File: src/hdl/rvv_cfg_pkg.sv
package rvv_cfg_pkg;

  // Vector shape, SEW 8 and LMUL 1 only
  localparam int VLEN       = 64;
  localparam int SEW        = 8;
  localparam int NUM_ELEM   = VLEN / SEW;
  localparam int NUM_VREG   = 8;
  localparam int VREG_IDX_W = $clog2(NUM_VREG);

  // Intake and queue sizing
  localparam int ISSUE_LANE   = 2;
  localparam int CQ_DEPTH     = 4;
  localparam int ALU_RS_DEPTH = 2;

  // Reorder buffer
  localparam int ROB_DEPTH = 4;
  localparam int ROB_IDX_W = $clog2(ROB_DEPTH);

  localparam int TAG_W = 8;

  typedef enum logic [1:0] {
    FN_ADD,
    FN_SUB,
    FN_AND,
    FN_XOR
  } alu_funct_e;

endpackage
File: src/hdl/rvv_types_pkg.sv
package rvv_types_pkg;

  import rvv_cfg_pkg::*;

  // Command as issued by the scalar core
  typedef struct packed {
    logic [TAG_W-1:0]      tag;
    alu_funct_e            funct;
    logic [VREG_IDX_W-1:0] vd;
    logic [VREG_IDX_W-1:0] vs1;
    logic [VREG_IDX_W-1:0] vs2;
  } rvv_cmd_t;

  // Operands already read, so the station holds everything the ALU needs
  typedef struct packed {
    logic [ROB_IDX_W-1:0] rob_idx;
    alu_funct_e           funct;
    logic [VLEN-1:0]      vs1_data;
    logic [VLEN-1:0]      vs2_data;
  } alu_uop_t;

  typedef struct packed {
    logic [ROB_IDX_W-1:0] rob_idx;
    logic [VLEN-1:0]      data;
  } pu2rob_t;

  // ROB entry summary for the dispatch hazard check
  typedef struct packed {
    logic                  valid;
    logic [VREG_IDX_W-1:0] vd;
  } rob_pending_t;

  typedef struct packed {
    logic [TAG_W-1:0]      tag;
    logic [VREG_IDX_W-1:0] vd;
    logic [VLEN-1:0]       data;
  } rt_data_t;

endpackage

File: src/hdl/rvv_backend.sv
`timescale 1ns/1ps

module rvv_backend
  import rvv_cfg_pkg::*;
  import rvv_types_pkg::*;
(
  input  logic                       clk,
  input  logic                       rst_n,
  input  logic [ISSUE_LANE-1:0]      insts_valid,
  input  rvv_cmd_t [ISSUE_LANE-1:0]  insts,
  output logic [ISSUE_LANE-1:0]      insts_ready,
  output logic                       rt_valid,
  output rt_data_t                   rt_data,
  input  logic                       rt_ready
);

  logic                         cq_full;
  logic                         cq_almost_full;
  logic                         cq_empty;
  logic                         cq_pop;
  rvv_cmd_t                     cq_cmd;
  logic                         rs_valid;
  logic                         rs_full;
  logic                         rs_empty;
  logic                         rs_pop;
  alu_uop_t                     dp_uop;
  alu_uop_t                     rs_uop;
  logic                         rob_alloc;
  logic                         rob_ready;
  logic [TAG_W-1:0]             rob_tag;
  logic [VREG_IDX_W-1:0]        rob_vd;
  logic [ROB_IDX_W-1:0]         rob_index;
  rob_pending_t [ROB_DEPTH-1:0] rob_pending;
  logic [1:0][VREG_IDX_W-1:0]   rd_index;
  logic [1:0][VLEN-1:0]         rd_data;
  logic                         res_valid;
  logic                         res_ready;
  pu2rob_t                      res;
  logic                         vrf_we;
  rt_data_t                     vrf_wr;

  // Lane 1 needs two free slots on top of lane 0 being ready
  assign insts_ready[0] = !cq_full;
  assign insts_ready[1] = !cq_full && !cq_almost_full;

  multi_fifo #(
    .T     (rvv_cmd_t),
    .M     (ISSUE_LANE),
    .N     (1),
    .DEPTH (CQ_DEPTH)
  ) u_command_queue (
    .clk          (clk),
    .rst_n        (rst_n),
    .push         (insts_valid & insts_ready),
    .datain       (insts),
    .pop          (cq_pop),
    .dataout      (cq_cmd),
    .full         (cq_full),
    .almost_full  (cq_almost_full),
    .empty        (cq_empty),
    .almost_empty ()
  );

  rvv_backend_dispatch u_dispatch (
    .cmd         (cq_cmd),
    .cmd_empty   (cq_empty),
    .cmd_pop     (cq_pop),
    .rs_valid    (rs_valid),
    .rs_uop      (dp_uop),
    .rs_ready    (!rs_full),
    .rob_alloc   (rob_alloc),
    .rob_tag     (rob_tag),
    .rob_vd      (rob_vd),
    .rob_ready   (rob_ready),
    .rob_index   (rob_index),
    .rob_pending (rob_pending),
    .rd_index    (rd_index),
    .rd_data     (rd_data)
  );

  multi_fifo #(
    .T     (alu_uop_t),
    .M     (1),
    .N     (1),
    .DEPTH (ALU_RS_DEPTH)
  ) u_alu_rs (
    .clk          (clk),
    .rst_n        (rst_n),
    .push         (rs_valid && !rs_full),
    .datain       (dp_uop),
    .pop          (rs_pop),
    .dataout      (rs_uop),
    .full         (rs_full),
    .almost_full  (),
    .empty        (rs_empty),
    .almost_empty ()
  );

  rvv_backend_alu u_alu (
    .clk       (clk),
    .rst_n     (rst_n),
    .rs_empty  (rs_empty),
    .rs_pop    (rs_pop),
    .rs_uop    (rs_uop),
    .res_valid (res_valid),
    .res       (res),
    .res_ready (res_ready)
  );

  rvv_backend_rob u_rob (
    .clk         (clk),
    .rst_n       (rst_n),
    .alloc       (rob_alloc),
    .alloc_tag   (rob_tag),
    .alloc_vd    (rob_vd),
    .alloc_ready (rob_ready),
    .alloc_index (rob_index),
    .wr_valid    (res_valid),
    .wr          (res),
    .wr_ready    (res_ready),
    .pending     (rob_pending),
    .rt_valid    (rt_valid),
    .rt_data     (rt_data),
    .rt_ready    (rt_ready),
    .vrf_we      (vrf_we),
    .vrf_wr      (vrf_wr)
  );

  rvv_backend_vrf u_vrf (
    .clk      (clk),
    .rst_n    (rst_n),
    .rd_index (rd_index),
    .rd_data  (rd_data),
    .we       (vrf_we),
    .wr       (vrf_wr)
  );

endmodule

File: src/hdl/rvv_backend_vrf.sv
`timescale 1ns/1ps

module rvv_backend_vrf
  import rvv_cfg_pkg::*;
  import rvv_types_pkg::*;
(
  input  logic                       clk,
  input  logic                       rst_n,
  input  logic [1:0][VREG_IDX_W-1:0] rd_index,
  output logic [1:0][VLEN-1:0]       rd_data,
  input  logic                       we,
  input  rt_data_t                   wr
);

  logic [VLEN-1:0] regs [NUM_VREG];

  // Known start state, element e of register r holds NUM_ELEM*r + e
  always_ff @(posedge clk) begin
    if (!rst_n) begin
      for (int r = 0; r < NUM_VREG; r++) begin
        for (int e = 0; e < NUM_ELEM; e++) begin
          regs[r][e*SEW +: SEW] <= SEW'(NUM_ELEM * r + e);
        end
      end
    end else if (we) begin
      regs[wr.vd] <= wr.data;
    end
  end

  // Asynchronous read for dispatch
  assign rd_data[0] = regs[rd_index[0]];
  assign rd_data[1] = regs[rd_index[1]];

endmodule

File: src/hdl/rvv_backend_rob.sv
`timescale 1ns/1ps

module rvv_backend_rob
  import rvv_cfg_pkg::*;
  import rvv_types_pkg::*;
(
  input  logic                         clk,
  input  logic                         rst_n,
  input  logic                         alloc,
  input  logic [TAG_W-1:0]             alloc_tag,
  input  logic [VREG_IDX_W-1:0]        alloc_vd,
  output logic                         alloc_ready,
  output logic [ROB_IDX_W-1:0]         alloc_index,
  input  logic                         wr_valid,
  input  pu2rob_t                      wr,
  output logic                         wr_ready,
  output rob_pending_t [ROB_DEPTH-1:0] pending,
  output logic                         rt_valid,
  output rt_data_t                     rt_data,
  input  logic                         rt_ready,
  output logic                         vrf_we,
  output rt_data_t                     vrf_wr
);

  logic [ROB_DEPTH-1:0]  ent_valid;
  logic [ROB_DEPTH-1:0]  ent_done;
  logic [TAG_W-1:0]      ent_tag  [ROB_DEPTH];
  logic [VREG_IDX_W-1:0] ent_vd   [ROB_DEPTH];
  logic [VLEN-1:0]       ent_data [ROB_DEPTH];
  logic [ROB_IDX_W-1:0]  head;
  logic [ROB_IDX_W-1:0]  tail;
  logic                  do_alloc;
  logic                  do_write;
  logic                  do_retire;

  // Allocation is in order, so a busy tail means the buffer is full
  assign alloc_ready = !ent_valid[tail];
  assign alloc_index = tail;
  assign do_alloc    = alloc && alloc_ready;

  // One ALU, results are always taken
  assign wr_ready = 1'b1;
  assign do_write = wr_valid && wr_ready;

  assign rt_valid  = ent_valid[head] && ent_done[head];
  assign rt_data   = '{tag: ent_tag[head], vd: ent_vd[head], data: ent_data[head]};
  assign do_retire = rt_valid && rt_ready;

  // Retire and register-file write are the same event
  assign vrf_we = do_retire;
  assign vrf_wr = rt_data;

  always_comb begin
    for (int i = 0; i < ROB_DEPTH; i++) begin
      pending[i].valid = ent_valid[i];
      pending[i].vd    = ent_vd[i];
    end
  end

  always_ff @(posedge clk) begin
    if (!rst_n) begin
      ent_valid <= '0;
      ent_done  <= '0;
      head      <= '0;
      tail      <= '0;
    end else begin
      if (do_alloc) begin
        ent_valid[tail] <= 1'b1;
        ent_done[tail]  <= 1'b0;
        tail            <= tail + 1'b1;
      end
      if (do_write) begin
        ent_done[wr.rob_idx] <= 1'b1;
      end
      if (do_retire) begin
        ent_valid[head] <= 1'b0;
        ent_done[head]  <= 1'b0;
        head            <= head + 1'b1;
      end
    end
  end

  always_ff @(posedge clk) begin
    if (do_alloc) begin
      ent_tag[tail] <= alloc_tag;
      ent_vd[tail]  <= alloc_vd;
    end
    if (do_write) begin
      ent_data[wr.rob_idx] <= wr.data;
    end
  end

endmodule

File: src/hdl/rvv_backend_alu.sv
`timescale 1ns/1ps

module rvv_backend_alu
  import rvv_cfg_pkg::*;
  import rvv_types_pkg::*;
(
  input  logic     clk,
  input  logic     rst_n,
  input  logic     rs_empty,
  output logic     rs_pop,
  input  alu_uop_t rs_uop,
  output logic     res_valid,
  output pu2rob_t  res,
  input  logic     res_ready
);

  logic [VLEN-1:0] result;

  // Take a new uop when the output slot is free or draining this cycle
  assign rs_pop = !rs_empty && (!res_valid || res_ready);

  // vd = vs2 op vs1 per element, wrapping at SEW bits
  always_comb begin
    logic [SEW-1:0] a;
    logic [SEW-1:0] b;
    for (int e = 0; e < NUM_ELEM; e++) begin
      a = rs_uop.vs2_data[e*SEW +: SEW];
      b = rs_uop.vs1_data[e*SEW +: SEW];
      unique case (rs_uop.funct)
        FN_ADD: result[e*SEW +: SEW] = a + b;
        FN_SUB: result[e*SEW +: SEW] = a - b;
        FN_AND: result[e*SEW +: SEW] = a & b;
        FN_XOR: result[e*SEW +: SEW] = a ^ b;
      endcase
    end
  end

  always_ff @(posedge clk) begin
    if (!rst_n) begin
      res_valid <= 1'b0;
    end else if (rs_pop) begin
      res_valid <= 1'b1;
    end else if (res_ready) begin
      res_valid <= 1'b0;
    end
  end

  always_ff @(posedge clk) begin
    if (rs_pop) begin
      res.rob_idx <= rs_uop.rob_idx;
      res.data    <= result;
    end
  end

endmodule

File: src/hdl/rvv_backend_dispatch.sv
`timescale 1ns/1ps

module rvv_backend_dispatch
  import rvv_cfg_pkg::*;
  import rvv_types_pkg::*;
(
  input  rvv_cmd_t                     cmd,
  input  logic                         cmd_empty,
  output logic                         cmd_pop,
  output logic                         rs_valid,
  output alu_uop_t                     rs_uop,
  input  logic                         rs_ready,
  output logic                         rob_alloc,
  output logic [TAG_W-1:0]             rob_tag,
  output logic [VREG_IDX_W-1:0]        rob_vd,
  input  logic                         rob_ready,
  input  logic [ROB_IDX_W-1:0]         rob_index,
  input  rob_pending_t [ROB_DEPTH-1:0] rob_pending,
  output logic [1:0][VREG_IDX_W-1:0]   rd_index,
  input  logic [1:0][VLEN-1:0]         rd_data
);

  logic hazard;
  logic issue;

  // No bypass, any in-flight writer of a source blocks the command
  always_comb begin
    hazard = 1'b0;
    for (int i = 0; i < ROB_DEPTH; i++) begin
      if (rob_pending[i].valid &&
          (rob_pending[i].vd == cmd.vs1 || rob_pending[i].vd == cmd.vs2)) begin
        hazard = 1'b1;
      end
    end
  end

  assign issue = !cmd_empty && !hazard;

  // Station push, ROB allocate and queue pop all happen together
  assign rs_valid  = issue && rob_ready;
  assign rob_alloc = issue && rs_ready;
  assign cmd_pop   = issue && rs_ready && rob_ready;

  assign rob_tag = cmd.tag;
  assign rob_vd  = cmd.vd;

  // Port 0 reads vs1, port 1 reads vs2
  assign rd_index[0] = cmd.vs1;
  assign rd_index[1] = cmd.vs2;

  always_comb begin
    rs_uop.rob_idx  = rob_index;
    rs_uop.funct    = cmd.funct;
    rs_uop.vs1_data = rd_data[0];
    rs_uop.vs2_data = rd_data[1];
  end

endmodule

File: src/hdl/multi_fifo.sv
`timescale 1ns/1ps

module multi_fifo #(
  parameter type T     = logic [7:0],
  parameter int  M     = 1,
  parameter int  N     = 1,
  parameter int  DEPTH = 4
) (
  input  logic         clk,
  input  logic         rst_n,
  input  logic [M-1:0] push,
  input  T     [M-1:0] datain,
  input  logic [N-1:0] pop,
  output T     [N-1:0] dataout,
  output logic         full,
  output logic         almost_full,
  output logic         empty,
  output logic         almost_empty
);

  // DEPTH is a power of two, pointers wrap on their own
  localparam int AW = $clog2(DEPTH);
  localparam int CW = $clog2(DEPTH + 1);

  T              mem [DEPTH];
  logic [AW-1:0] wptr;
  logic [AW-1:0] rptr;
  logic [CW-1:0] count;
  logic [CW-1:0] push_cnt;
  logic [CW-1:0] pop_cnt;
  logic [CW-1:0] count_nxt;

  // Lanes are used as a prefix, so the set-bit count is the pointer step
  always_comb begin
    push_cnt = '0;
    pop_cnt  = '0;
    for (int i = 0; i < M; i++) begin
      push_cnt = push_cnt + CW'(push[i]);
    end
    for (int j = 0; j < N; j++) begin
      pop_cnt = pop_cnt + CW'(pop[j]);
    end
    count_nxt = count + push_cnt - pop_cnt;
  end

  always_comb begin
    for (int j = 0; j < N; j++) begin
      dataout[j] = mem[AW'(rptr + j)];
    end
  end

  always_ff @(posedge clk) begin
    for (int i = 0; i < M; i++) begin
      if (push[i]) begin
        mem[AW'(wptr + i)] <= datain[i];
      end
    end
  end

  // Flags come from the next count; full reads high while in reset
  always_ff @(posedge clk) begin
    if (!rst_n) begin
      wptr         <= '0;
      rptr         <= '0;
      count        <= '0;
      full         <= 1'b1;
      almost_full  <= 1'b1;
      empty        <= 1'b1;
      almost_empty <= 1'b1;
    end else begin
      wptr         <= wptr + AW'(push_cnt);
      rptr         <= rptr + AW'(pop_cnt);
      count        <= count_nxt;
      full         <= (count_nxt == CW'(DEPTH));
      almost_full  <= (count_nxt >= CW'(DEPTH - 1));
      empty        <= (count_nxt == '0);
      almost_empty <= (count_nxt <= CW'(1));
    end
  end

endmodule

File: config.mk
export PLATFORM = sky130hd
export DESIGN_NAME = rvv_backend
export DESIGN_NICKNAME = d
export VERILOG_FILES = /design/src/hdl/rvv_cfg_pkg.sv /design/src/hdl/rvv_types_pkg.sv /design/src/hdl/rvv_backend.sv /design/src/hdl/rvv_backend_vrf.sv /design/src/hdl/rvv_backend_rob.sv /design/src/hdl/rvv_backend_alu.sv /design/src/hdl/rvv_backend_dispatch.sv /design/src/hdl/multi_fifo.sv
export SDC_FILE = /design/constraint.sdc
export NUM_CORES = 2
export LEC_CHECK = 0
export BUFFER_PORTS_ARGS = -buffer_cell sky130_fd_sc_hd__clkbuf_2
export CAP_MARGIN = 20
export CORE_MARGIN = 8
export CORE_UTILIZATION = 30
export DETAILED_ROUTE_END_ITERATION = 8
export GPL_TIMING_DRIVEN = 0
export PLACE_DENSITY_LB_ADDON = 0.05
export SYNTH_ARGS = -nofsm -noshare
export SYNTH_HDL_FRONTEND = slang
export SYNTH_SLANG_ARGS = --single-unit
export TNS_END_PERCENT = 20
File: constraint.sdc
create_clock -name clk -period 15.5 [get_ports clk]
set_input_delay 0.775 -clock clk [delete_from_list [all_inputs] [get_ports clk]]
set_output_delay 0.775 -clock clk [all_outputs]
set_load 0.02 [all_outputs]
==> flow_summary.rst <==
.. list-table::
   :header-rows: 1

   * - Metric
     - Value
   * - Unrepaired setup endpoints after global routing
     - false
   * - Proportion of synthesized chip area in sequential cells
     - 63.0%
   * - Initial standard-cell utilization of the core
     - 30.1%
   * - Routed length on met3
     - 7640 um
   * - Max-slew violation count
     - 0
   * - Slowest cell on the critical path
     - sky130_fd_sc_hd__buf_2
   * - Startpoint types
     - flop
   * - Highest routed metal layer
     - met5
   * - Remaining antenna violation count
     - 0
   * - Final total power
     - 13.2 mW
   * - PortBufs
     - 120
   * - Pin count of the biggest net entering global routing
     - 52
   * - Count of placed standard cells in the final layout, fillers left out
     - 6954
   * - Synthesized netlist cell count
     - 3810
   * - Number of global-route vias before repair
     - 35600
   * - Final Hold Vio Count
     - 0
   * - Setup Fix Bufs, Post-CTS
     - 0
   * - Number of design-rule violations left by the first detailed-router iteration
     - ~2600
   * - Max_cap viols
     - 0
   * - Remaining DRCs
     - 0
   * - CP Data Arrival Time
     - 7.27 ns
   * - Overall routed net length
     - 209000 um
   * - Worst Path Max Fanout
     - 10
   * - Metal-1 WL
     - 97100 um
   * - Slew headroom
     - 23.2%
   * - Cts repair resizes
     - 0
   * - Clk Latency, worst-skew pair
     - 0.81 ns
   * - CP cell instances
     - buf_2 -> buf_2 -> buf_2 -> buf_2 -> buf_2 -> buf_2 -> mux2i_1 -> ha_1 -> inv_1 -> fa_1 -> a21o_1 -> a21oi_1 -> o21bai_1 -> a21oi_1 -> xnor2_1 -> nand2_1 -> o21ai_0
   * - Number of top-level design ports
     - about 120
   * - Number of buffers created by CTS
     - around 160
   * - Setup slack, reg-to-reg
     - 8.71 ns
   * - Most repeated library cell on the critical path
     - sky130_fd_sc_hd__buf_2
   * - CTS max path bufs
     - 3
   * - Class of the most critical hold timing path
     - input pin to flop
   * - Number of different library cells in the post-synthesis netlist
     - 49
   * - Fin Setup TNS
     - 0 ns
   * - Routability congestion estimate
     - 0.764
   * - Endpoint class of the critical path
     - flop
   * - Worst supply voltage drop on vdd
     - 0.0000850 V
   * - Remaining global-route overflow
     - 0
   * - Buffering stage count on the worst path with inverters included
     - 7
   * - Number of nets in the finished design
     - 4384
   * - Routed met2 length
     - a little over 100000 um
   * - Area share of the leading cell type in the synthesized netlist
     - 61.9%
   * - Fin area
     - 0.0697 mm2
   * - Fraction of layout instances using a drive strength above 1
     - between 20% and 30%
   * - Average size of a mapped cell
     - 15.5 um2
   * - Post-synthesis to final-layout area growth
     - 17.9%
   * - Critical register-to-register path endpoint
     - u_alu.res[22]$_DFFE_PN_
   * - Detailed-router iteration count before antenna repair
     - 5
   * - Via density per instance
     - 4.92
   * - Global-route wire length before repair
     - between 200000 and 300000 um
   * - Outcome
     - complete, no violations
   * - Vias after detailed routing
     - 34200
   * - Power per Cell Area
     - 190 mW/mm2
   * - Leakage
     - 23.0 nW
   * - Number of H-tree levels
     - 4
   * - Number of synthesized flops with an enable pin
     - 1218
   * - Core Rows
     - 163
   * - Levels on crit path
     - 17
   * - Clock transition time at the flip-flop clock pins of the worst setup and hold paths
     - 0.06 ns
   * - Post-CTS Hold Fix Bufs
     - 0
   * - TritonCTS clock tree
     - built
   * - Yosys warning count
     - 0
   * - Detailed Place HPWL
     - 146000 um
   * - Top cells by area in the synthesized netlist
     - sky130_fd_sc_hd__edfxtp_1 62%, sky130_fd_sc_hd__mux4_2 11%, sky130_fd_sc_hd__mux2_2 6.8%
   * - Overall routing resource usage
     - roughly 20%
   * - Worst clock skew
     - 0.0287 ns
   * - FFs w/ async S/R, synth
     - 0%
   * - Crit-path leading delay family
     - buffers and inverters
   * - Synth Net Count
     - 4008
   * - Die ar.
     - 0.211 mm2
   * - Setup Crit Path Kind
     - flop to flop
   * - Worst hold margin
     - 0.321 ns
   * - Number of synthesized register bits
     - 1250
   * - Minimum clock period after layout
     - 6.79 ns
   * - Core outline area
     - 0.197 mm2
   * - Transition time at the pin with the least slew margin
     - 1.15 ns
   * - Cell accounting for the most synthesized area
     - sky130_fd_sc_hd__edfxtp_1
   * - Final count of negative-setup-slack endpoints
     - 0
   * - Post-Place Cells
     - 6658
   * - Die X
     - ~460 um
   * - Most used standard cell by instance count after synthesis
     - sky130_fd_sc_hd__edfxtp_1
   * - CP max stage delay
     - 0.82 ns
   * - Post-Synthesis Cell Area
     - between 0.05 and 0.06 mm2
   * - Buffer cell driving the clock tree root
     - sky130_fd_sc_hd__clkbuf_16
   * - Period Utilization, post-route
     - 43.8%
   * - Maximum achievable frequency
     - 147 MHz
   * - Worst setup endpoint
     - u_alu.res[22]$_DFFE_PN_
   * - Primary FF master, synth
     - sky130_fd_sc_hd__edfxtp_1
   * - Data required time of the worst path
     - approximately 16 ns
   * - Placed Instance Area
     - 0.0647 mm2
   * - Antenna violations before repair
     - 14
   * - Length in cells of the worst reg-to-reg path
     - 17
   * - Die height
     - ~460 um
   * - Most frequent cells after synthesis
     - 1218 x sky130_fd_sc_hd__edfxtp_1, 381 x sky130_fd_sc_hd__nor2_1, 358 x sky130_fd_sc_hd__mux2_2
   * - CTS sink count
     - between 1000 and 1500
   * - WL per Instance
     - 30.1 um
## power by group
group          internal (mW)  leakage [nW]  switching, mW
Combinational           2.01          9.35           2.97
Clock                   2.06          2.39           1.49
Sequential              4.51          11.2          0.183
## placed cells by master, fill, tap and decap left out, types with 22 or more instances in the layout
| master | instances |
|---|---|
| sky130_fd_sc_hd__buf_8 | 31 |
| sky130_fd_sc_hd__edfxtp_1 | 1218 |
| sky130_fd_sc_hd__nor2b_1 | 34 |
| sky130_fd_sc_hd__mux4_2 | 287 |
| sky130_fd_sc_hd__clkinv_1 | 37 |
| sky130_fd_sc_hd__o21ai_1 | 62 |
| sky130_fd_sc_hd__nand2_1 | 309 |
| sky130_fd_sc_hd__inv_1 | 153 |
| sky130_fd_sc_hd__nor2_1 | 375 |
| sky130_fd_sc_hd__mux2i_1 | 146 |
| sky130_fd_sc_hd__clkbuf_16 | 158 |
| sky130_fd_sc_hd__xnor2_1 | 94 |
| sky130_fd_sc_hd__clkbuf_1 | 141 |
| sky130_fd_sc_hd__buf_6 | 56 |
| sky130_fd_sc_hd__a21oi_1 | 78 |
| sky130_fd_sc_hd__dfxtp_1 | 32 |
| sky130_fd_sc_hd__buf_2 | 26 |
| sky130_fd_sc_hd__ha_1 | 144 |
| sky130_fd_sc_hd__mux2_2 | 358 |
| sky130_fd_sc_hd__buf_1 | 31 |
| sky130_fd_sc_hd__xor2_1 | 22 |
| sky130_fd_sc_hd__clkbuf_2 | 140 |
| sky130_fd_sc_hd__o21ai_0 | 74 |
## stage by stage
step	setup slack [ns]	utilization, %
floorplan	9.63	-
global placement	2.64	32.0
detailed placement	8.59	32.9
CTS	8.51	35.4
global route	8.44	35.4
finish	8.71	35.4
## worst min-delay path by stage
stage | startpoint | end | slack (ns) | cells after the start
6_report | insts[35] | u_command_queue.mem[3][16]$_DFFE_PP_ | 0.32 | 2
5_1_grt | insts[11] | u_command_queue.mem[1][11]$_DFFE_PP_ | 0.27 | 2
4_1_cts | insts[35] | u_command_queue.mem[3][16]$_DFFE_PP_ | 0.23 | 2
3_5_place_dp | u_alu.res[28]$_DFFE_PN_ | u_rob.ent_data[2][28]$_DFFE_PP_ | 0.49 | 0
3_3_place_gp | u_alu.res[28]$_DFFE_PN_ | u_rob.ent_data[0][28]$_DFFE_PP_ | 0.48 | 0
2_1_floorplan | u_alu_rs.empty$_SDFF_PN1_ | u_alu.res_valid$_SDFF_PN0_ | 0.43 | 1
## kinds of logic after synthesis
kind of cell / after synthesis / synth area share, %
flops: 1250 / 63.0
simple gates: 834 / 5.86
mux: 792 / 20.2
buf+inv: 371 / 2.84
compound gates: 286 / 2.74
fa+ha+maj: 155 / 3.40
xor+xnor: 122 / 1.95
## layer usage
| metal | vias up | GRT usage [%] |
|---|---|---|
| li1 | 15200 | - |
| met2 | 687 | 32.8 |
| met4 | 2 | 4.14 |
| met5 | - | 0 |
| met1 | 18100 | 27.1 |
| met3 | 198 | 2.65 |
## area by class of cell
class	instances	area (um2)
fillers	19000	127000
flip-flops and latches	1250	37200
multi-input cells	2189	20300
clock buffers	202	4190
well taps	2640	3300
repair buffers	218	2170
plain buffers	217	1130
clock inverters	82	709
inverters	154	581
diodes	2	5.00
## sequential cells by signal, indices dropped and copies added (netlist names), 3 cells and up, named ones only
signal / flops
u_command_queue.mem: 76
u_alu.res: 66
u_rob.ent_vd: 12
u_rob.ent_tag: 32
u_alu_rs.mem: 264
u_vrf.regs: 512
u_command_queue.count: 3
u_rob.ent_done: 4
u_rob.ent_valid: 4
u_rob.ent_data: 256
No activity file was read; power rests on OpenSTA's default activity.
